## config.mk

```make
export PLATFORM = sky130hd
export DESIGN_NAME = zx_sync_gen
export DESIGN_NICKNAME = d
export VERILOG_FILES = /design/src/hdl/zx_video_pkg.sv /design/src/hdl/zx_sync_gen.sv
export SDC_FILE = /design/constraint.sdc
export NUM_CORES = 1
export LEC_CHECK = 0
export BUFFER_PORTS_ARGS = -buffer_cell sky130_fd_sc_hd__buf_2
export CAP_MARGIN = 15
export CORE_ASPECT_RATIO = 1.2
export CORE_MARGIN = 3
export CORE_UTILIZATION = 40
export DETAILED_ROUTE_END_ITERATION = 6
export SLEW_MARGIN = 15
export SYNTH_ARGS = -nofsm -noshare
export SYNTH_HDL_FRONTEND = slang
export SYNTH_SLANG_ARGS = --single-unit
```

## constraint.sdc

```tcl
create_clock -name clk_sys -period 1.2 [get_ports clk_sys]
set_input_delay 0.24 -clock clk_sys [delete_from_list [all_inputs] [get_ports clk_sys]]
set_output_delay 0.24 -clock clk_sys [all_outputs]
set_load 0.05 [all_outputs]
```

## src/hdl/zx_video_pkg.sv

```systemverilog
/* widths, port addresses, line counts and enums shared by all stages
   of the ZX80/ZX81 display pipeline; each module imports what it needs */
package zx_video_pkg;

	// ==============================
	// bus and memory widths
	// ==============================
	localparam int ADDR_W      = 16;
	localparam int DATA_W      = 8;
	localparam int ATTR_ADDR_W = 14;    // 16k attribute bytes
	localparam int ROW_W       = 3;     // 8 rows per character
	localparam int COLOR_W     = 4;     // IRGB
	localparam int CE_DIV_W    = 4;     // cpu enable every 16 clocks

	// ==============================
	// video timing
	// ==============================
	localparam int HSYNC_LAST   = 206;  // 207 counts per line
	localparam int HSYNC_START  = 16;
	localparam int HSYNC_END    = 31;
	localparam int LINE_W       = $clog2(HSYNC_LAST + 1);
	localparam int BACK_PORCH_W = 5;

	// chroma 81 control port and its power-up border
	localparam logic [ADDR_W-1:0]  CHROMA_PORT  = 16'h7FEF;
	localparam logic [COLOR_W-1:0] BORDER_RESET = 4'hF;

	// ==============================
	// enums
	// ==============================
	typedef enum logic {
		MODEL_ZX80,
		MODEL_ZX81
	} zx_model_e;

	typedef enum logic [2:0] {
		IO_NONE,
		IO_KBD_READ,        // IN from even port
		IO_NMI_ON,          // zx81 OUT to xx10
		IO_NMI_OFF,         // zx81 OUT to xx01
		IO_CHROMA_WRITE,
		IO_OTHER_WRITE
	} zx_io_op_e;

	typedef enum logic {
		CHR_CHARCODE,       // mode 0, attr looked up by code and row
		CHR_LATCHED         // mode 1, attr taken from the fetch address
	} chroma_mode_e;

endpackage

```

## src/hdl/zx_sync_gen.sv

```systemverilog
/* stage 2: ZX80 sync flip-flop chain, ZX81 line counter with NMI latch,
   and the composite sync, NMI and WAIT derived from them */
`timescale 1ns/1ns

module zx_sync_gen (
	input  logic                    clk_sys,
	input  logic                    reset,
	input  logic                    ce_cpu_n_i,
	input  logic                    m1_fall_i,
	input  zx_video_pkg::zx_io_op_e io_op_i,
	input  logic                    iorq_n_i,
	input  logic                    m1_n_i,
	input  logic                    halt_n_i,
	input  zx_video_pkg::zx_model_e model_i,
	output logic                    csync_o,
	output logic                    vsync_o,
	output logic                    hsync_n_o,
	output logic                    nmi_latch_o,
	output logic                    nmi_n_o,
	output logic                    wait_n_o
);
	import zx_video_pkg::*;

	logic              ic18;        // sync preset
	logic              ic19_1;
	logic              ic19_2;      // zx80 composite sync
	logic              io_write;
	logic              sync_ok;
	logic [LINE_W-1:0] line_cnt;
	logic              zx80;

	assign zx80     = (model_i == MODEL_ZX80);
	assign io_write = (io_op_i == IO_NMI_ON) || (io_op_i == IO_NMI_OFF) ||
	                  (io_op_i == IO_CHROMA_WRITE) || (io_op_i == IO_OTHER_WRITE);
	assign sync_ok  = zx80 | ~nmi_latch_o;   // vsync frozen during zx81 nmi time

	// ==============================
	// zx80 sync flip-flops
	// ==============================
	always_ff @(posedge clk_sys) begin
		if (reset) begin
			vsync_o <= 1'b1;
			ic18    <= 1'b0;
			ic19_1  <= 1'b1;
			ic19_2  <= 1'b1;
		end else begin
			if (io_write && sync_ok)
				vsync_o <= 1'b1;                   // any OUT ends vsync
			if (io_op_i == IO_KBD_READ && sync_ok)
				vsync_o <= 1'b0;

			if (!iorq_n_i)
				ic18 <= 1'b1;
			if (!ic19_2)
				ic18 <= 1'b0;

			// preset reaches the sync pin two M1s later
			if (m1_fall_i) begin
				ic19_1 <= ~ic18;
				ic19_2 <= ic19_1;
			end
			if (!vsync_o)
				ic19_2 <= 1'b0;
		end
	end

	// ==============================
	// zx81 line counter and nmi latch
	// ==============================
	always_ff @(posedge clk_sys) begin
		if (reset) begin
			line_cnt    <= '0;
			nmi_latch_o <= 1'b0;
		end else begin
			if (ce_cpu_n_i) begin
				if (line_cnt == LINE_W'(HSYNC_LAST) || (!m1_n_i && !iorq_n_i))
					line_cnt <= '0;                // int ack restarts the line
				else
					line_cnt <= line_cnt + 1'b1;
			end
			if (io_op_i == IO_NMI_ON)
				nmi_latch_o <= 1'b1;
			else if (io_op_i == IO_NMI_OFF)
				nmi_latch_o <= 1'b0;
		end
	end

	assign hsync_n_o = ~(line_cnt >= LINE_W'(HSYNC_START) && line_cnt <= LINE_W'(HSYNC_END));
	assign csync_o   = zx80 ? ic19_2 : (vsync_o & hsync_n_o);
	assign nmi_n_o   = zx80 | ~(nmi_latch_o & ~hsync_n_o);
	assign wait_n_o  = zx80 | ~(halt_n_i & ~nmi_n_o);

endmodule

```

==> run summary <==
The end-of-flow core utilization is 60.7%. The via count of the first global-routing pass came out at 573. The share of flip-flops with an asynchronous set or reset is 0%.

The first-pass iteration count of the detailed router is 4. The distinct cell type count of the synthesized netlist is 24. The effective utilization at floorplan is 44.2%. The count of synthesis-stage warnings from yosys is 0. The clock buffer count from CTS came out at 3. The checks that failed: setup timing. The setup total negative slack is -1.96 ns. The synthesized cell area is 664 sq um. In the layout the commonest cells are buf_2, nor2_1, dfxtp_1, nand2_1. The number of pins exceeding their max-slew limit in the final report came out at 0. The flip-flop and latch area is 265 sq um.

Synthesis produced a netlist with a net count of 92. The CTS tree is built. The total overflow reported by the global router is 0.

The class of the most critical setup path is reg2out. The worst setup path is captured at an output port. Dividing total power by cell area gives a power density of 926 mW/mm^2. In the final routed layout, each cell accounts on average for 10.6 microns. The worst-case setup slack after placement is -0.0946 ns. The worst setup margin is -0.365 ns. The top-level I/O count is 17. The cell area after layout came out at 911 sq um. For this run, the post-layout net count is 120. After clock tree synthesis, the clock-pin slew on the worst setup and hold paths is 0.08 ns. Clock skew on the completed layout was measured at 0.00117 ns. The pin count of the biggest net entering global routing is 9. Counting the fill cells in the layout gives 145.

The number of levels in the clock H-tree came out at 1. Setup repair after global routing could not meet its margin everywhere. The leakage power summed over all cells is 0.394 nW. Data arrives at the worst endpoint at 1.33 ns. The final layout contains routed wiring with a total length of 1.29 mm.

For the pin with the worst max-slew slack, the measured transition is 0.332 ns. Among all flip-flop cells after synthesis, the most frequent one is dfxtp_1. The die area is 0.00219 sq mm. The final estimated routing congestion in global placement is 0.835.

The number of antenna violations at the first check in global routing is 0. The run finished, with violations left. In this run the vertical extent of the chip is 50.6 microns. The number of flops mapped to enable cells by yosys is 0.

The setup-violating endpoint count in the final report is 12. The share of the synthesized area in the top cell type is 39.2%. The final count of hold timing violations came out at 0. The synthesis-stage register bit count came out at 13. The first global-routing pass estimated 2.37 mm of wire. The most common cell after layout, fill and taps aside is buf_2.

The horizontal die dimension is 43.2 microns. The count of buffers inserted at the top-level ports came out at 16. The count of nets left with antenna violations after detail routing is 0. The fraction of layout cells with a size suffix above 1 is 40.4%.

The tree built by TritonCTS fans out to 13 sinks. The number of maximum-capacitance violations is 0. The smallest clock period supported by the final layout is computed as 1.57 ns. The remaining design rule violation count is 0. Static timing analysis puts the maximum clock frequency at 639 MHz.

The via density per instance came out at 4.73. Once detailed placement completed, the half-perimeter wirelength came to 1.01 mm. Sequential cells were found to cover 39.2% of the synthesized design area.

The area growth from synthesis to layout is 37.1%. The routed layout has 572 vias. The number of design-rule violations left by the first detailed-router iteration came out at 8. The area taken by multi-input logic gates is 397 sq um. The worst IR drop on VDD is 0.000543 V. The share of the cycle needed by the critical path after routing is 130%. The synthesized instance count came out at 77. STA classifies the critical path startpoint as a register. dfxtp_1 takes more of the synthesized area than any other cell.

The floorplan step defined a core boundary enclosing 0.00150 sq mm. The min-delay analysis places its worst path in the category in2reg. Once placement finished, the instance area stood at 830 sq um.

By area the synthesized netlist is led by dfxtp_1, ha_1, nor2_1. The maximum net fanout on the critical path came out at 4. The cell at the root of the clock tree is clkbuf_4. The count of antenna diodes in the layout is 0. The cell row count came out at 15. For this design, the CTS-stage hold fixing added 0 buffers. The worst slew slack as a fraction of its limit came out at 77.8%. A synthesized cell averages 8.63 sq um. At the worst endpoint, the required time is 0.96 ns. The insertion delay to the later sink of the worst-skew pair came out at 0.27 ns.

No sink is reached through more buffers than the 2 on the longest clock path. For this run, the total global-route usage over all layers was measured as 14.0%.
flip-flops by register name, indices dropped and copies added (netlist names):
register,count
vsync_o,1
line_cnt,8
ic19_1,1
nmi_latch_o,1
ic19_2,1
ic18,1
per-layer routing:
layer  vias to the layer above  routed length [microns]  GRT usage [%]
met5                         -                        0              0
met4                         0                       31           7.54
met1                       249                      593           17.1
met3                         4                       50           3.23
li1                        309                        -              -
met2                        10                      610           22.4
worst max-delay path, cell delays in order, from the launching register on:
cell and delay (ns):
dfxtp_2 0.34, nor4b_4 0.38, nand4_1 0.16, buf_6 0.18
through the flow:
stage,total power [W],hold slack [ns],instances
2_1_floorplan,0.000538,0.302,77
3_3_place_gp,0.000579,0.448,116
3_5_place_dp,0.000582,0.454,116
4_1_cts,0.000852,0.157,121
5_1_grt,0.000900,0.158,121
6_report,0.000843,0.162,121
path summary, 6_finish.rpt:
| path | from | end | slack [ns] | cells past startpoint |
|---|---|---|---|---|
| setup / recovery | line_cnt[5] | wait_n_o | -0.37 | 3 |
| hold / removal | iorq_n_i | ic18 | 0.16 | 2 |
| setup reg to reg | line_cnt[5] | line_cnt[4] | -0.09 | 7 |
| hold reg to reg | ic18 | ic18 | 0.46 | 2 |
layout make-up:
type                       instances  area share (%)
clock buffer                       3            2.47
clock inverter                     1           0.549
inverter                           6            2.47
multi-input combinational         57            43.5
sequential                        13            29.1
tap                               17            2.34
timing repair buffer              24            19.5
kinds of logic after synthesis:
logic type,Yosys count,synth area share [%]
fa+ha+maj,4,7.53
flops,13,39.2
simple gates,36,29.8
xor+xnor,7,9.23
mux,1,1.51
buf+inv,7,4.52
compound gates,9,8.29
synth_stat cells (2+ instances only):
cell type and n:
a21oi_1 2, xnor2_1 4, nand3_1 5, inv_1 6
nand4_1 3, dfxtp_1 13, o21ai_0 3, ha_1 4
nand2_1 7, xor2_1 3, nand2b_1 3, nor2_1 12
report_power, final:
part / internal [W] / total (W) / switching, W
combinational: 0.0000539 / 0.000121 / 0.0000670
sequential: 0.000446 / 0.000459 / 0.0000128
clock: 0.000124 / 0.000264 / 0.000140
total: 0.000623 / 0.000843 / 0.000220
what timing repair did:
action	CTS	global route
gates resized for setup	10	6
pin swaps	9	3
setup buffers	1	0
setup endpoints to repair	10	14
No activity file was read; power rests on OpenSTA's default activity.
