### config.mk
export PLATFORM = sky130hd
export DESIGN_NAME = zx_bus_timing
export DESIGN_NICKNAME = d
export VERILOG_FILES = /design/src/hdl/zx_video_pkg.sv /design/src/hdl/zx_bus_timing.sv
export SDC_FILE = /design/constraint.sdc
export NUM_CORES = 1
export LEC_CHECK = 0
export BUFFER_PORTS_ARGS = -buffer_cell sky130_fd_sc_hd__buf_2
export CORE_AREA = 3 3 40 42
export DETAILED_ROUTE_END_ITERATION = 16
export DIE_AREA = 0 0 43 45
export PLACE_DENSITY = 0.7
export REMOVE_ABC_BUFFERS = 1
export SLEW_MARGIN = 5
export SYNTH_ARGS = -nofsm -noshare
export SYNTH_HDL_FRONTEND = slang
export SYNTH_SLANG_ARGS = --single-unit
### constraint.sdc
create_clock -name clk_sys -period 1.75 [get_ports clk_sys]
set_clock_uncertainty 0.1 [all_clocks]
set_input_delay 0.525 -clock clk_sys [delete_from_list [all_inputs] [get_ports clk_sys]]
set_output_delay 0.525 -clock clk_sys [all_outputs]
set_load 0.05 [all_outputs]
### src/hdl/zx_video_pkg.sv
/* widths, port addresses, line counts and enums shared by all stages
   of the ZX80/ZX81 display pipeline; each module imports what it needs */
package zx_video_pkg;

	// ==============================
	// bus and memory widths
	// ==============================
	localparam int ADDR_W      = 16;
	localparam int DATA_W      = 8;
	localparam int ATTR_ADDR_W = 14;    // 16k attribute bytes
	localparam int ROW_W       = 3;     // 8 rows per character
	localparam int COLOR_W     = 4;     // IRGB
	localparam int CE_DIV_W    = 4;     // cpu enable every 16 clocks

	// ==============================
	// video timing
	// ==============================
	localparam int HSYNC_LAST   = 206;  // 207 counts per line
	localparam int HSYNC_START  = 16;
	localparam int HSYNC_END    = 31;
	localparam int LINE_W       = $clog2(HSYNC_LAST + 1);
	localparam int BACK_PORCH_W = 5;

	// chroma 81 control port and its power-up border
	localparam logic [ADDR_W-1:0]  CHROMA_PORT  = 16'h7FEF;
	localparam logic [COLOR_W-1:0] BORDER_RESET = 4'hF;

	// ==============================
	// enums
	// ==============================
	typedef enum logic {
		MODEL_ZX80,
		MODEL_ZX81
	} zx_model_e;

	typedef enum logic [2:0] {
		IO_NONE,
		IO_KBD_READ,        // IN from even port
		IO_NMI_ON,          // zx81 OUT to xx10
		IO_NMI_OFF,         // zx81 OUT to xx01
		IO_CHROMA_WRITE,
		IO_OTHER_WRITE
	} zx_io_op_e;

	typedef enum logic {
		CHR_CHARCODE,       // mode 0, attr looked up by code and row
		CHR_LATCHED         // mode 1, attr taken from the fetch address
	} chroma_mode_e;

endpackage

### src/hdl/zx_bus_timing.sv
/* stage 1: cpu clock enables, M1 edge detect and classification of
   the current I/O cycle; the model is sampled while reset is high */
`timescale 1ns/1ns

module zx_bus_timing (
	input  logic                            clk_sys,
	input  logic                            reset,
	input  logic [zx_video_pkg::ADDR_W-1:0] addr_i,
	input  logic                            iorq_n_i,
	input  logic                            rd_n_i,
	input  logic                            wr_n_i,
	input  logic                            m1_n_i,
	input  logic                            mreq_n_i,
	input  logic                            rfsh_n_i,
	input  logic                            zx81_i,
	output logic                            ce_cpu_p_o,
	output logic                            ce_cpu_n_o,
	output logic                            ce_pix_o,
	output logic                            m1_fall_o,
	output zx_video_pkg::zx_io_op_e         io_op_o,
	output logic                            latch_en_o,
	output zx_video_pkg::zx_model_e         model_o
);
	import zx_video_pkg::*;

	logic [CE_DIV_W-1:0] div_cnt;
	logic [CE_DIV_W-1:0] div_nxt;
	logic                m1_d;

	assign div_nxt = div_cnt + 1'b1;

	// ==============================
	// clock enable divider
	// ==============================
	always_ff @(posedge clk_sys) begin
		if (reset) begin
			div_cnt    <= '1;
			ce_cpu_p_o <= 1'b0;
			ce_cpu_n_o <= 1'b0;
			ce_pix_o   <= 1'b0;
			m1_d       <= 1'b1;
			m1_fall_o  <= 1'b0;
		end else begin
			div_cnt    <= div_nxt;
			ce_cpu_p_o <= ~div_nxt[CE_DIV_W-1] & (div_nxt[CE_DIV_W-2:0] == '0);
			ce_cpu_n_o <=  div_nxt[CE_DIV_W-1] & (div_nxt[CE_DIV_W-2:0] == '0);
			ce_pix_o   <= (div_nxt[CE_DIV_W-2:0] == '0);   // both cpu phases
			m1_d       <= m1_n_i;
			m1_fall_o  <= m1_d & ~m1_n_i;
		end
	end

	always_ff @(posedge clk_sys) begin
		if (reset)
			model_o <= zx_model_e'(zx81_i);  // held until next reset
	end

	// opcode fetch data strobe, outside refresh
	assign latch_en_o = rfsh_n_i & ~mreq_n_i & ce_cpu_n_o;

	// ==============================
	// I/O cycle classification
	// ==============================
	always_comb begin
		io_op_o = IO_NONE;
		if (!iorq_n_i) begin
			if (!rd_n_i && !addr_i[0])
				io_op_o = IO_KBD_READ;
			else if (!wr_n_i) begin
				if (addr_i == CHROMA_PORT)
					io_op_o = IO_CHROMA_WRITE;
				else if (model_o == MODEL_ZX81 && addr_i[1:0] == 2'b10)
					io_op_o = IO_NMI_ON;
				else if (model_o == MODEL_ZX81 && addr_i[1:0] == 2'b01)
					io_op_o = IO_NMI_OFF;
				else
					io_op_o = IO_OTHER_WRITE;
			end
		end
	end

endmodule

==> results.txt <==
Total overflow reported by the global router -> 0
Clock transition time at the flip-flop clock pins of the worst setup and hold paths -> 0.06 ns
Final worst path period share -> 1.17
Fraction of the core area covered by cells at the end of the flow -> 0.597
Clock latency on the worst-skew pair -> 0.26 ns
Last weighted congestion value of the routability-driven placer -> 0.833
Buffers from clock root to sink, at most -> 2
Total via count in the routed design -> 482
Layout net count -> 111
Placement Rows -> 13
Routed wire length -> 1250 um
GRT Util Overall -> 0.125
Number of antenna repair diodes -> 0
Routed vias/inst -> 4.92
Crit. End Element -> primary output
Pin count of the biggest net entering global routing -> 9
Leakage power summed over all cells -> 0.370 nW
Post-synthesis instance total -> 42
Reported max-cap violation count -> 0
Initial Util -> 0.354
Synth-to-layout area growth -> 68.4%
Fraction of power spent switching nets -> 0.302
Synth Register Bits -> 10
Path type of the worst min-delay path -> register to register
Clk network pwr share -> 0.302
Die X-Extent -> 43 um
Worst reg-to-reg setup slack -> 0.57 ns
Post-route ant nets -> 0
Vertical die dimension -> 45 um
Internal power component -> 465 uW
R2R depth -> 4
Commonest non-fill, non-tap cell in the layout -> buf_2
Number of port buffers -> 33
Share of post-route cells with drive strength above 1 -> 0.602
Transition at the pin with the smallest max-transition slack -> 0.280 ns
Number of hold-repair buffers added at the cts stage -> 0
Power after layout -> 666 uW
Area of the placeable core -> 0.00128 mm^2
Number of library cell types mapped by synthesis -> 23
Final-report hold violation count -> 0
Drt wl/cell -> 12.7 um
1st-iter DRT viols -> 0
Number of primary I/O pins -> 34
Netlist area before placement -> 455 um^2
Die ar. -> 0.00194 mm^2
Number of clock sinks -> 10
Vias in the first global route -> 417
Crit Path Category -> input pin to primary output
Run status -> complete, but fails checks
Critical path fanouts, max -> 4
Slew Limit Fails -> 0
Total number of yosys warnings -> 0
Total net switching power -> 201 uW
Avg Cell Area, Syn -> 10.8 um^2
TritonCTS clock tree -> done
Worst path required time -> 1.12 ns
Sequential fraction of design power -> 0.409
Type of element launching the critical path -> input pin
Register area share after synthesis -> 0.462
Number of post-CTS setup repair buffers -> 0
Power per unit of standard cell area -> 868 mW/mm^2
R2r startpoint -> div_cnt[0]
Most frequent cells in the layout -> buf_2, dfxtp_1, buf_6
Violated checks -> negative setup slack
Endpoint, Worst Hold -> m1_fall_o
Number of cells on the worst hold path -> 2
Critical path data arrival time -> 1.43 ns
Max-Slew Margin vs Limit -> 0.813
Number of cells after detailed placement -> 94
Final critical path time including I/O delays and setup -> 2.06 ns
Cell Count, Final, Fillers Out -> 98
DRC violations left -> 0
Capturing point of the worst reg2reg path -> ce_cpu_n_o
Setup ws final -> -0.305 ns
Root buffer selected by CTS -> clkbuf_4
Deepest level of the CTS H-tree -> 1
Power share of the combinational group -> 0.289
RSZ-0062 raised after global routing -> yes
Worst supply voltage drop on vdd -> 441 uV
Wire length of the first global-routing pass -> 1790 um
Number of antenna violations at the first check in global routing -> 0
Timing-limited maximum frequency -> 0.487 GHz
Half-perimeter wire length of the detailed placement result -> 875 um
Clock buffers created by TritonCTS -> 3
First drt pass iteration count -> 1
Total setup violations reported at the end of the flow -> 3
Hold_sp -> m1_d
-- cells in the mapped netlist, drive strengths merged --
cell / count / area, um^2
dfxtp: 9 / 180
nand2b: 3 / 18.8
nor2: 3 / 11.3
a21oi: 2 / 10.0
ha: 2 / 25.0
inv: 2 / 7.51
nand2: 2 / 7.51
nand4: 2 / 12.5
nand4b: 2 / 17.5
or2: 2 / 12.5
a2111oi: 1 / 27.5
a211o: 1 / 8.76
and2b: 1 / 10.0
and4b: 1 / 10.0
edfxtp: 1 / 30.0
nand3: 1 / 5.00
nand3b: 1 / 7.51
nor2b: 1 / 6.26
nor4: 1 / 6.26
nor4b: 1 / 15.0
o32ai: 1 / 8.76
xnor2: 1 / 8.76
xor2: 1 / 8.76
-- metal layers --
metal  wire length, um  vias to the layer above  GRT usage
met1               475                      208      0.137
li1                  -                      238          -
met3               188                        2     0.0438
met4                13                        0     0.0542
met5                 0                        -          0
met2               568                       34      0.219
-- timing repair --
item / 4_1_cts / 5_1_grt
resized for setup: 12 / 3
pin swaps: 4 / 0
endpoints found under the setup margin: 3 / 3
cloned: 0 / 0
-- worst max-delay path, stage by stage --
cell and delay, ns:
buf_6 0.10, and2b_4 0.26, a21oi_2 0.04, nor4b_2 0.25
buf_4 0.25
-- power groups by stage --
stage	logic [mW]	clock network [mW]	registers (mW)
global route	0.207	0.218	0.275
detailed placement	0.176	0	0.277
global placement	0.172	0	0.276
floorplan	0.0720	0	0.314
finish	0.193	0.201	0.272
CTS	0.189	0.209	0.272
-- through the flow --
stage	TNS, ns	hold WS [ns]	instance area, um^2	worst slack [ns]
floorplan	-2.02	0.292	455	-0.657
global placement	-1.01	0.298	669	-0.347
detailed placement	-1.05	0.301	669	-0.352
CTS	-0.772	0.311	753	-0.267
global route	-0.883	0.326	767	-0.336
finish	-0.812	0.307	767	-0.305
-- kinds of logic after synthesis --
logic type               count (synthesis)  synth area share
AO/OA/AOI/OAI                            5             0.121
XOR/XNOR                                 2            0.0385
adder cells (fa/ha/maj)                  2            0.0549
buffers and inverters                    2            0.0165
flip-flops                              10             0.462
AND/OR/NAND/NOR                         21             0.308
-- sequential cells by signal, summed over array words and instances, names as in the netlist --
signal / cells
m1_fall_o: 1
ce_cpu_p_o: 1
m1_d: 1
ce_pix_o: 1
model_o: 1
div_cnt: 4
ce_cpu_n_o: 1
-- worst max path at each step --
stage | startpoint | to | slack [ns] | cells after the start
2_1_floorplan | iorq_n_i | io_op_o[0] | -0.66 | 1
6_report | addr_i[1] | io_op_o[1] | -0.31 | 5
3_5_place_dp | addr_i[0] | io_op_o[2] | -0.35 | 4
3_3_place_gp | addr_i[0] | io_op_o[2] | -0.35 | 4
5_1_grt | addr_i[1] | io_op_o[1] | -0.34 | 5
4_1_cts | addr_i[1] | io_op_o[1] | -0.27 | 5
-- final cells by class --
class	instances	area [um^2]
Inverter	2	7.51
Tap cell	15	18.8
Sequential cell	10	210
Clock buffer	4	36.3
Multi-Input combinational cell	30	258
Fill cell	114	518
Timing Repair Buffer	37	236
No activity file was read; power rests on OpenSTA's default activity.
