## config.mk

```make
export PLATFORM = sky130hd
export DESIGN_NAME = zx_char_shifter
export DESIGN_NICKNAME = d
export VERILOG_FILES = /design/src/hdl/zx_video_pkg.sv /design/src/hdl/zx_char_shifter.sv
export SDC_FILE = /design/constraint.sdc
export NUM_CORES = 1
export LEC_CHECK = 0
export BUFFER_PORTS_ARGS = -buffer_cell sky130_fd_sc_hd__buf_2
export CORE_ASPECT_RATIO = 1.2
export CORE_MARGIN = 3
export CORE_UTILIZATION = 54
export CTS_CLUSTER_DIAMETER = 30
export DETAILED_ROUTE_END_ITERATION = 16
export PLACE_DENSITY = 0.8
export SETUP_SLACK_MARGIN = 0.3
export SYNTH_ARGS = -nofsm -noshare
export SYNTH_HDL_FRONTEND = slang
export SYNTH_SLANG_ARGS = --single-unit
```

## constraint.sdc

```tcl
create_clock -name clk_sys -period 2 [get_ports clk_sys]
set_input_delay 0.4 -clock clk_sys [delete_from_list [all_inputs] [get_ports clk_sys]]
set_output_delay 0.4 -clock clk_sys [all_outputs]
set_load 0.005 [all_outputs]
```

## src/hdl/zx_video_pkg.sv

```systemverilog
/* widths, port addresses, line counts and enums shared by all stages
   of the ZX80/ZX81 display pipeline; each module imports what it needs */
package zx_video_pkg;

	// ==============================
	// bus and memory widths
	// ==============================
	localparam int ADDR_W      = 16;
	localparam int DATA_W      = 8;
	localparam int ATTR_ADDR_W = 14;    // 16k attribute bytes
	localparam int ROW_W       = 3;     // 8 rows per character
	localparam int COLOR_W     = 4;     // IRGB
	localparam int CE_DIV_W    = 4;     // cpu enable every 16 clocks

	// ==============================
	// video timing
	// ==============================
	localparam int HSYNC_LAST   = 206;  // 207 counts per line
	localparam int HSYNC_START  = 16;
	localparam int HSYNC_END    = 31;
	localparam int LINE_W       = $clog2(HSYNC_LAST + 1);
	localparam int BACK_PORCH_W = 5;

	// chroma 81 control port and its power-up border
	localparam logic [ADDR_W-1:0]  CHROMA_PORT  = 16'h7FEF;
	localparam logic [COLOR_W-1:0] BORDER_RESET = 4'hF;

	// ==============================
	// enums
	// ==============================
	typedef enum logic {
		MODEL_ZX80,
		MODEL_ZX81
	} zx_model_e;

	typedef enum logic [2:0] {
		IO_NONE,
		IO_KBD_READ,        // IN from even port
		IO_NMI_ON,          // zx81 OUT to xx10
		IO_NMI_OFF,         // zx81 OUT to xx01
		IO_CHROMA_WRITE,
		IO_OTHER_WRITE
	} zx_io_op_e;

	typedef enum logic {
		CHR_CHARCODE,       // mode 0, attr looked up by code and row
		CHR_LATCHED         // mode 1, attr taken from the fetch address
	} chroma_mode_e;

endpackage

```

## src/hdl/zx_char_shifter.sv

```systemverilog
/* stage 3: NOP forcing, character latch, pixel and paper shifters,
   row counter and back-porch blanking; drives the mono video bit */
`timescale 1ns/1ns

module zx_char_shifter (
	input  logic                            clk_sys,
	input  logic                            reset,
	input  logic                            ce_cpu_p_i,
	input  logic                            ce_pix_i,
	input  logic                            latch_en_i,
	input  logic [zx_video_pkg::DATA_W-1:0] mem_data_i,
	input  logic [zx_video_pkg::ADDR_W-1:0] addr_i,
	input  logic                            mreq_n_i,
	input  logic                            m1_n_i,
	input  logic                            halt_n_i,
	input  logic                            csync_i,
	input  logic                            vsync_i,
	input  logic                            nmi_latch_i,
	input  zx_video_pkg::zx_model_e         model_i,
	input  logic                            inverse_video_i,
	output logic                            nop_o,
	output logic                            pixel_o,
	output logic                            border_o,
	output logic                            load_o,
	output logic [zx_video_pkg::DATA_W-1:0] char_code_o,
	output logic [zx_video_pkg::ROW_W-1:0]  row_o
);
	import zx_video_pkg::*;

	logic                    nopgen;
	logic                    nop_store;     // last fetch was display code
	logic                    shifter_start;
	logic                    start_d;
	logic [DATA_W-1:0]       shifter;
	logic [DATA_W-1:0]       paper;
	logic                    inverse;
	logic                    csync_d;
	logic [BACK_PORCH_W-1:0] back_porch;

	// fetch above 8000 with bit 6 clear is a character, not an opcode
	assign nopgen = addr_i[ADDR_W-1] & ~mem_data_i[6] & halt_n_i;
	assign nop_o  = ~m1_n_i & ~mreq_n_i & nopgen;

	assign shifter_start = mreq_n_i & nop_store & ((model_i == MODEL_ZX80) | ~nmi_latch_i);
	assign load_o        = ce_cpu_p_i & ~start_d & shifter_start;

	always_ff @(posedge clk_sys) begin
		if (reset)
			nop_store <= 1'b0;
		else if (latch_en_i)
			nop_store <= nopgen;
	end

	always_ff @(posedge clk_sys) begin
		if (latch_en_i)
			char_code_o <= mem_data_i;
	end

	// ==============================
	// pixel and paper shifters
	// ==============================
	always_ff @(posedge clk_sys) begin
		if (reset) begin
			start_d <= 1'b0;
			inverse <= 1'b0;
			shifter <= '0;
			paper   <= '0;
		end else begin
			if (ce_cpu_p_i)
				start_d <= shifter_start;
			if (mreq_n_i && ce_cpu_p_i)
				inverse <= 1'b0;
			if (load_o) begin
				shifter <= (!m1_n_i && nopgen) ? '0 : mem_data_i;
				inverse <= char_code_o[DATA_W-1];
				paper   <= '1;                 // reloaded on every char
			end else if (ce_pix_i) begin
				shifter <= {shifter[DATA_W-2:0], 1'b0};
				paper   <= {paper[DATA_W-2:0], 1'b0};
			end
		end
	end

	// ==============================
	// rows and back porch
	// ==============================
	always_ff @(posedge clk_sys) begin
		if (reset) begin
			csync_d    <= 1'b1;
			row_o      <= '0;
			back_porch <= BACK_PORCH_W'(1);
		end else begin
			csync_d <= csync_i;
			if (csync_d && !csync_i)
				row_o <= row_o + 1'b1;
			if (!vsync_i)
				row_o <= '0;

			if (!csync_d && csync_i)
				back_porch <= BACK_PORCH_W'(1);
			else if (ce_pix_i && back_porch != '0)
				back_porch <= back_porch + 1'b1;   // runs until wrap to 0
		end
	end

	assign border_o = ~paper[DATA_W-1];
	assign pixel_o  = (~inverse_video_i ^ shifter[DATA_W-1] ^ inverse) &
	                  (back_porch == '0) & csync_i;

endmodule

```

==> results of run 1 <==
-- sequential cells by signal, indices dropped and copies added, names as in the netlist --
name / count
nop_store: 1
char_code_o: 8
shifter: 8
inverse: 1
paper: 8
back_porch: 5
row_o: 3
csync_d: 1
start_d: 1
-- worst min-delay path by stage --
stage	from	to	slack, ps	cells after the start
2_1_floorplan	paper[0]$_SDFFE_PP0P_	paper[0]$_SDFFE_PP0P_	440	2
3_3_place_gp	paper[0]$_SDFFE_PP0P_	paper[0]$_SDFFE_PP0P_	450	2
3_5_place_dp	paper[0]$_SDFFE_PP0P_	paper[0]$_SDFFE_PP0P_	450	2
4_1_cts	mem_data_i[4]	char_code_o[4]$_DFFE_PP_	250	1
5_1_grt	mem_data_i[4]	char_code_o[4]$_DFFE_PP_	250	1
6_report	mem_data_i[4]	char_code_o[4]$_DFFE_PP_	260	1
-- per-stage QoR --
step | setup WS (ps) | cells | util [%]
after floorplan | 458 | 147 | -
after global routing | 44.4 | 226 | 69.2
after global placement | 357 | 214 | 64.8
after CTS | 106 | 224 | 68.6
final | 143 | 226 | 69.2
after detailed placement | 328 | 214 | 64.8
-- critical path: cells and delay by family, from the launching register on --
family	cells	cell delay, ps
DFF	1	340
and+or+nand+nor	2	500
adders and majority gates	1	120
buffers and inverters	2	170
-- logic make-up (layout without fill, tap and decap cells) --
family / after synthesis / count (layout) / synth area share [%]
AO/OA/AOI/OAI: 32 / 32 / 16.4
XOR/XNOR: 6 / 6 / 3.19
adder cells (fa/ha/maj): 3 / 3 / 2.28
AND/OR/NAND/NOR: 32 / 32 / 13.0
flip-flops: 36 / 36 / 48.6
multiplexers: 15 / 15 / 9.57
buffers and inverters: 23 / 68 / 6.91
-- routing by layer --
layer	vias up	wire (um)	GRT usage, %	share of wire, %
met3	5	180	5.04	5.6
met2	36	1620	33.8	51
met5	-	0	0	0
met1	588	1360	22.2	42
li1	614	-	-	-
met4	0	43	8.90	1.3
-- area by class of cell --
cell class / count / share of cell area [%]
flip-flops and latches: 36 / 40.6
multi-input cells: 88 / 38.2
repair buffers: 46 / 12.9
clock buffers: 7 / 3.28
inverters: 15 / 2.84
well taps: 34 / 2.15
-- layout by cell type (no fill, tap or decap), types with 3 or more instances in the layout --
cell type,instances
mux2i_1,9
nor2_1,5
o21ai_0,3
dfxtp_1,25
buf_2,36
clkbuf_4,5
dfxtp_2,3
inv_1,12
o41ai_2,7
o211ai_1,6
nand2_1,7
xor2_1,4
edfxtp_1,8
a21oi_1,13
buf_4,10
mux2_2,6
-- power by group --
group	internal (mW)	leakage (nW)	switching [mW]
logic	0.0721	0.553	0.0804
registers	0.768	0.305	0.0111
clock network	0.199	0.0374	0.220
-- what timing repair did --
item                       4_1_cts  5_1_grt
setup buffers                    3        2
hold buffers                     0        0
resized for setup                8        1
pin swaps                        2        3
setup endpoints to repair        2        2
==> impl_metrics.py, run 1 <==
metrics = {
    "logic_synthesis": {
        "synth_nets": 187,
        "async_flop_share_pct": 0,
        "syn_inst": 147,
        "ys_top_cells_by_count": "dfxtp_1 (28), inv_1 (14), a21oi_1 (13)",
        "yosysMostFrequentCell": "dfxtp_1",
        "yosysTopAreaCellShare_pct": 34.0,
        "ys_seq_area_share_pct": 48.6,
        "yosysWarnings": 0,
        "synth_cell_type_count": 38,
        "yosys_most_used_dff": "dfxtp_1",
        "yosysTopAreaCell": "dfxtp_1",
        "synth-edff-count": 8,
        "synth_seq_cells": 36,
        "ys_top_cells_by_area": "dfxtp_1 (34%), edfxtp_1 (15%), o41ai_2 (6.9%)",
        "syn-cell-area_sq_um": 1650,
        "syn_avg_cell_area_sq_um": 11.2,
    },
    "timing": {
        "slew_headroom_pct": 60.7,
        "maxSlewViolCount": 0,
        "final.setup.tns_ps": 0,
        "finClkSkew_ps": 7.56,
        "setup_violations": 0,
        "rsz0062_at_grt": "true",
        "layout_min_cycle_time_ps": 1860,
        "worstMarginPinSlew_ps": 584,
        "period_share_pct": 92.9,
        "final_hold_viol_count": 0,
        "hold_ws_ps": 263,
        "max_freq_mhz": 538,
    },
    "cts": {
        "cts-buffers-inserted": 5,
        "clock_path_buffers": 2,
        "htreeDepth": 2,
        "cts_tree": "built",
        "root_buffer": "clkbuf_4",
        "worstSkewPairLatency_ps": 320,
        "cts.sinks": 36,
        "clkTransAtPathRegs_ps": 100,
    },
    "floorplanning": {
        "core_sq_um": 2860,
        "start_util_pct": 57.5,
        "ios": 52,
        "fp.dieW_um": 56.4,
        "rows": 21,
        "die_y_um": 66.5,
        "fp.dieArea_sq_um": 3750,
    },
    "pwr": {
        "irDropWorstVdd_mv": 0.485,
        "p_leak_nw": 0.896,
        "power_mw": 1.35,
        "p_per_area_nw_per_um2": 682,
    },
    "route": {
        "drt-total-wl_um": 3210,
        "vias": 1243,
        "vias_per_cell": 5.50,
        "drc": 0,
        "drt_pre_antenna_iters": 4,
        "wl_per_cell_um": 14.2,
        "drt_iter0_drc": 12,
        "antenna_left": 0,
    },
    "placement": {
        "dpl-instance-area_sq_um": 1860,
        "io_buffers": 36,
        "gp_congestion": 0.727,
        "dp_hpwl_um": 2260,
    },
    "flow_run": {
        "drv_cap": 0,
    },
    "worst_setup_path": {
        "worst_ep_required_time_ps": 1600,
        "cp.arrival_ps": 1460,
        "cp_max_fo": 6,
        "worst_setup_path_start_kind": "flop",
        "ff2ff_path_depth": 5,
        "crit_end": "pixel_o",
        "crit_path_start": "back_porch[0]$_SDFFE_PP1P_",
        "worstPathCellList": "inv_2, ha_4, nor4b_4, and3_1, buf_2",
        "critPathMaxStageDelay_ps": 340,
        "slowest_stage": "dfxtp_2",
        "worst_setup_path_end_kind": "output pin",
        "r2r-end": "inverse$_SDFFE_PP0P_",
        "crit_type": "reg -> out",
        "ff2ff_setup_slack_ps": 570,
        "reg2reg_from": "nop_store$_SDFFE_PP0P_",
    },
    "cells_and_area": {
        "fin_nets": 232,
        "n_antenna_cell": 0,
        "fill_cells": 223,
        "fin_area_sq_um": 1980,
        "drive_above_1_share_pct": 40.6,
        "syn2layout_area_growth_pct": 20.3,
        "regArea_sq_um": 805,
        "multiInputGateArea_sq_um": 757,
    },
    "global_route": {
        "grtUsageTotal_pct": 19.4,
        "grt_max_degree": 20,
        "grt_pass1_vias": 1225,
        "grt_pass1_wl_um": 5510,
        "antenna_found_initial": 0,
        "grt_overflow_total": 0,
    },
    "run_status": {
        "status": "completed",
    },
    "min_path": {
        "min_path_type": "in -> reg",
    },
}
(Power assumes the default switching activity.)
==> run 2, diff against run 1 <==
--- a/config.mk
+++ b/config.mk
@@ -8,10 +8,11 @@
 export BUFFER_PORTS_ARGS = -buffer_cell sky130_fd_sc_hd__buf_2
 export CORE_ASPECT_RATIO = 1.2
 export CORE_MARGIN = 3
-export CORE_UTILIZATION = 54
+export CORE_UTILIZATION = 45
 export CTS_CLUSTER_DIAMETER = 30
 export DETAILED_ROUTE_END_ITERATION = 16
-export PLACE_DENSITY = 0.8
+export MAX_ROUTING_LAYER = met4
+export PLACE_DENSITY = 0.71
 export SETUP_SLACK_MARGIN = 0.3
 export SYNTH_ARGS = -nofsm -noshare
 export SYNTH_HDL_FRONTEND = slang
==> constraint.sdc (replaced) <==
create_clock -name clk_sys -period 1.59 [get_ports clk_sys]
set_input_delay 0.318 -clock clk_sys [delete_from_list [all_inputs] [get_ports clk_sys]]
set_output_delay 0.318 -clock clk_sys [all_outputs]
set_load 0.005 [all_outputs]
==> impl_metrics.py, run 2 (synthesis results as in run 1) <==
metrics = {
    "cts": {
        "worstSkewPairLatency_ps": 290,
        "root_buffer": "clkbuf_8",
        "htreeDepth": 2,
        "cts.sinks": 36,
        "clock_path_buffers": 2,
        "holdBufCountCts": 0,
        "cts_tree": "built",
        "cts-buffers-inserted": 5,
        "clkTransAtPathRegs_ps": 70,
    },
    "route": {
        "antenna_left": 0,
        "drt_pre_antenna_iters": 4,
        "drc": 0,
        "drt-total-wl_um": 3490,
        "drt_iter0_drc": 23,
        "vias_per_cell": 5.40,
        "vias": 1279,
        "wl_per_cell_um": 14.7,
    },
    "floorplanning": {
        "fp.dieArea_sq_um": 4420,
        "rows": 23,
        "die_y_um": 72.3,
        "core_sq_um": 3420,
        "start_util_pct": 48.1,
        "fp.dieW_um": 61.2,
        "ios": 52,
    },
    "timing": {
        "worstMarginPinSlew_ps": 671,
        "hold_ws_ps": 213,
        "layout_min_cycle_time_ps": 1640,
        "slew_headroom_pct": 54.8,
        "maxSlewViolCount": 0,
        "final.setup.tns_ps": -46.7,
        "worst_slack_ps": -46.7,
        "final_hold_viol_count": 0,
        "finClkSkew_ps": 3.70,
        "period_share_pct": 103,
        "max_freq_mhz": 611,
        "rsz0062_at_grt": "true",
        "setup_violations": 1,
    },
    "global_route": {
        "grt_max_degree": 20,
        "grt_overflow_total": 0,
        "grt_pass1_vias": 1293,
        "grtUsageTotal_pct": 17.4,
        "grt_pass1_wl_um": 5620,
        "antenna_found_initial": 0,
    },
    "pwr": {
        "irDropWorstVdd_mv": 0.508,
        "p_per_area_nw_per_um2": 881,
        "p_leak_nw": 0.996,
        "power_mw": 1.95,
    },
    "worst_setup_path": {
        "cp.arrival_ps": 1320,
        "cp_max_fo": 2,
        "worst_setup_path_start_kind": "flop",
        "critPathMaxStageDelay_ps": 330,
        "crit_path_start": "back_porch[1]$_SDFFE_PP0P_",
        "crit_type": "reg -> out",
        "crit_end": "pixel_o",
        "ff2ff_path_depth": 7,
        "slowest_stage": "dfxtp_2",
        "worst_ep_required_time_ps": 1270,
        "worst_setup_path_end_kind": "output pin",
        "ff2ff_setup_slack_ps": 130,
        "reg2reg_from": "back_porch[1]$_SDFFE_PP0P_",
        "r2r-end": "back_porch[0]$_SDFFE_PP1P_",
        "worstPathCellList": "inv_2, ha_4, nor4b_4, and3_1, buf_2",
    },
    "cells_and_area": {
        "n_antenna_cell": 0,
        "syn2layout_area_growth_pct": 34.3,
        "top_regs": "char_code_o x8, paper x8, shifter x8",
        "fin_area_sq_um": 2210,
        "fin_cells": 237,
        "final_cell_mix": "buf_2 (34), dfxtp_1 (25), inv_1 (11)",
        "fin_nets": 239,
        "mostFrequentLayoutCell": "buf_2",
        "drive_above_1_share_pct": 49.0,
        "finish.utilization_pct": 64.6,
    },
    "placement": {
        "dpl.cell_count": 220,
        "dpl-instance-area_sq_um": 1900,
        "io_buffers": 36,
        "dp_hpwl_um": 2390,
        "dp_slack_ps": -6.64,
        "gp_congestion": 0.723,
    },
    "run_status": {
        "status": "complete, but fails checks",
        "violations": "negative setup slack",
    },
    "min_path": {
        "min_path_type": "in -> reg",
    },
    "flow_run": {
        "drv_cap": 0,
    },
}
-- run 2: cell types whose count changed in the layout (fill, tap and decap cells not counted), sizes merged --
cell,previous run,this run
buf,46,53
clkinv,1,2
-- run 2: how the worst min path moves through the flow --
stage / cells after the start / slack [ps] / to / startpoint
floorplan: 2 / 410 / csync_d$_SDFF_PP1_ / csync_i
global placement: 2 / 450 / paper[0]$_SDFFE_PP0P_ / paper[0]$_SDFFE_PP0P_
detailed placement: 2 / 460 / paper[0]$_SDFFE_PP0P_ / paper[0]$_SDFFE_PP0P_
CTS: 1 / 210 / char_code_o[7]$_DFFE_PP_ / mem_data_i[7]
global route: 1 / 200 / char_code_o[3]$_DFFE_PP_ / mem_data_i[3]
finish: 1 / 210 / char_code_o[1]$_DFFE_PP_ / mem_data_i[1]
-- run 2: power breakdown --
part	switching, mW	internal [mW]
registers	0.0141	0.966
clock network	0.326	0.402
logic	0.121	0.119
-- run 2: layer usage --
| layer | routed length (um) | GRT usage, % |
|---|---|---|
| met1 | 1390 | 17.4 |
| met2 | 1830 | 29.9 |
| met3 | 177 | 5.52 |
| met4 | 93 | 7.71 |
| met5 | 0 | - |
-- run 2: layout make-up --
cell class	count	area (sq um)
fill	275	1210
tap	37	46.3
clock inverter	1	5.00
timing repair buffer	53	363
inverter	15	56.3
multi-input combinational	88	836
clock buffer	7	97.6
sequential	36	807
-- run 2: what timing repair did --
item / in CTS / in global routing
gates resized for setup: 21 / 15
pin swaps: 11 / 9
endpoints found under the setup margin: 14 / 23
setup buffers: 8 / 1
-- run 2: worst max-delay path, delay by kind of cell (launching register included) --
| kind | cells | cell delay [ps] |
|---|---|---|
| DFF | 1 | 330 |
| and+or+nand+nor | 2 | 390 |
| buffers and inverters | 2 | 180 |
| adders and majority gates | 1 | 120 |
==> run 3, diff against run 2 <==
==> constraint.sdc (replaced) <==
create_clock -name clk_sys -period 1.59 [get_ports clk_sys]
set_input_delay 0.159 -clock clk_sys [delete_from_list [all_inputs] [get_ports clk_sys]]
set_output_delay 0.159 -clock clk_sys [all_outputs]
set_load 0.005 [all_outputs]
==> impl_metrics.py, run 3 (synthesis results as in run 1) <==
metrics = {
    "cts": {
        "worstSkewPairLatency_ps": 280,
        "cts_tree": "built",
        "cts-buffers-inserted": 5,
        "clkTransAtPathRegs_ps": 70,
        "cts.sinks": 36,
        "clock_path_buffers": 2,
        "root_buffer": "clkbuf_8",
        "holdBufCountCts": 0,
        "htreeDepth": 2,
    },
    "cells_and_area": {
        "drive_above_1_share_pct": 45.1,
        "top_regs": "char_code_o x8, paper x8, shifter x8",
        "n_antenna_cell": 0,
        "fin_nets": 234,
        "final_cell_mix": "buf_2 (36), dfxtp_1 (25), inv_1 (12)",
        "mostFrequentLayoutCell": "buf_2",
        "multiInputGateArea_sq_um": 833,
        "syn2layout_area_growth_pct": 29.9,
        "regArea_sq_um": 805,
        "fill_cells": 285,
    },
    "route": {
        "vias": 1247,
        "drc": 0,
        "wl_per_cell_um": 14.4,
        "drt-total-wl_um": 3330,
        "antenna_left": 0,
        "drt_pre_antenna_iters": 4,
        "vias_per_cell": 5.38,
        "drt_iter0_drc": 16,
    },
    "worst_setup_path": {
        "slowest_stage": "dfxtp_2",
        "worst_setup_path_end_kind": "output pin",
        "cp_max_fo": 2,
        "cp.arrival_ps": 1280,
        "crit_type": "reg -> out",
        "ff2ff_setup_slack_ps": 210,
        "ff2ff_path_depth": 6,
        "critPathTopFamily": "simple AND/OR/NAND/NOR gates",
        "cp_num_buf_inv": 2,
        "critPathMaxStageDelay_ps": 330,
        "worst_setup_path_start_kind": "flop",
        "worstPathCellList": "inv_2, ha_4, nor4b_4, and3_1, buf_2",
        "worst_ep_required_time_ps": 1430,
        "r2r-end": "back_porch[0]$_SDFFE_PP1P_",
        "reg2reg_from": "back_porch[0]$_SDFFE_PP1P_",
    },
    "global_route": {
        "grt_pass1_wl_um": 5350,
        "grt_max_degree": 20,
        "grt_overflow_total": 0,
        "grtUsageTotal_pct": 16.4,
        "grt_pass1_vias": 1190,
        "antenna_found_initial": 0,
    },
    "floorplanning": {
        "ios": 52,
        "rows": 23,
        "fp.dieW_um": 61.2,
        "fp.dieArea_sq_um": 4420,
        "core_sq_um": 3420,
        "start_util_pct": 48.1,
        "die_y_um": 72.3,
    },
    "placement": {
        "dp_hpwl_um": 2210,
        "gp_congestion": 0.713,
        "io_buffers": 36,
    },
    "timing": {
        "finClkSkew_ps": 6.75,
        "setup_violations": 0,
        "slew_headroom_pct": 58.6,
        "final_hold_viol_count": 0,
        "hold_ws_ps": 66.7,
        "maxSlewViolCount": 0,
        "worstMarginPinSlew_ps": 614,
        "max_freq_mhz": 696,
        "period_share_pct": 90.3,
        "rsz0062_at_grt": "true",
        "final.setup.tns_ps": 0,
        "layout_min_cycle_time_ps": 1440,
    },
    "pwr": {
        "p_per_area_nw_per_um2": 883,
        "p_leak_nw": 0.960,
        "irDropWorstVdd_mv": 0.582,
    },
    "run_status": {
        "status": "completed",
    },
    "min_path": {
        "min_path_type": "in -> reg",
        "holdPathEnd": "char_code_o[4]$_DFFE_PP_",
        "whs_path_depth": 1,
        "min_from": "mem_data_i[4]",
    },
    "flow_run": {
        "drv_cap": 0,
    },
}
[run 3: changes by cell type in the layout (fill, tap and decap cells not counted), sizes merged]
cell / change
buf: -5
clkbuf: +1
clkinv: -1
[run 3: where the power goes]
group	total [mW]	switching, mW	internal, mW	leakage, nW
combinational	0.215	0.114	0.100	0.603
clock	0.695	0.299	0.395	0.0515
sequential	0.980	0.0135	0.966	0.305
total	1.89	0.427	1.46	0.960
[run 3: worst max-delay path by stage]
stage | start | to | slack (ps) | depth (start not counted)
6_report | back_porch[0]$_SDFFE_PP1P_ | pixel_o | 150 | 5
3_3_place_gp | start_d$_SDFFE_PP0P_ | load_o | 110 | 4
3_5_place_dp | start_d$_SDFFE_PP0P_ | load_o | 90 | 4
4_1_cts | back_porch[1]$_SDFFE_PP0P_ | pixel_o | 150 | 5
2_1_floorplan | back_porch[0]$_SDFFE_PP1P_ | back_porch[0]$_SDFFE_PP1P_ | 330 | 5
5_1_grt | back_porch[0]$_SDFFE_PP1P_ | pixel_o | 90 | 5
[run 3: timing repair]
| action | in CTS | in global routing |
|---|---|---|
| endpoints found under the setup margin | 21 | 17 |
| buffers inserted | 7 | 1 |
| resized for setup | 13 | 13 |
| pin swaps | 6 | 6 |
[run 3: routing by layer]
layer	wire, um	global-route usage, %	vias up
li1	-	-	620
met3	165	3.38	2
met1	1410	19.9	589
met2	1730	26.5	36
met5	0	-	-
met4	17	5.78	0
[run 3: cell type report]
type	instances	area share (%)
Timing Repair Buffer	48	13.9
Multi-Input combinational cell	88	39.0
Tap cell	37	2.17
Inverter	15	2.63
Sequential cell	36	37.6
Clock buffer	8	4.68
[run 3: stage by stage]
| step | total power [mW] | utilization, % | cell area (sq um) | setup WS (ps) | std cells |
|---|---|---|---|---|---|
| floorplan | 1.09 | - | 1650 | 333 | 147 |
| global placement | 1.16 | 54.1 | 1850 | 110 | 216 |
| detailed placement | 1.17 | 54.1 | 1850 | 87.9 | 216 |
| CTS | 1.90 | 59.9 | 2050 | 150 | 231 |
| global route | 1.98 | 62.4 | 2140 | 92.8 | 232 |
| finish | 1.89 | 62.4 | 2140 | 154 | 232 |
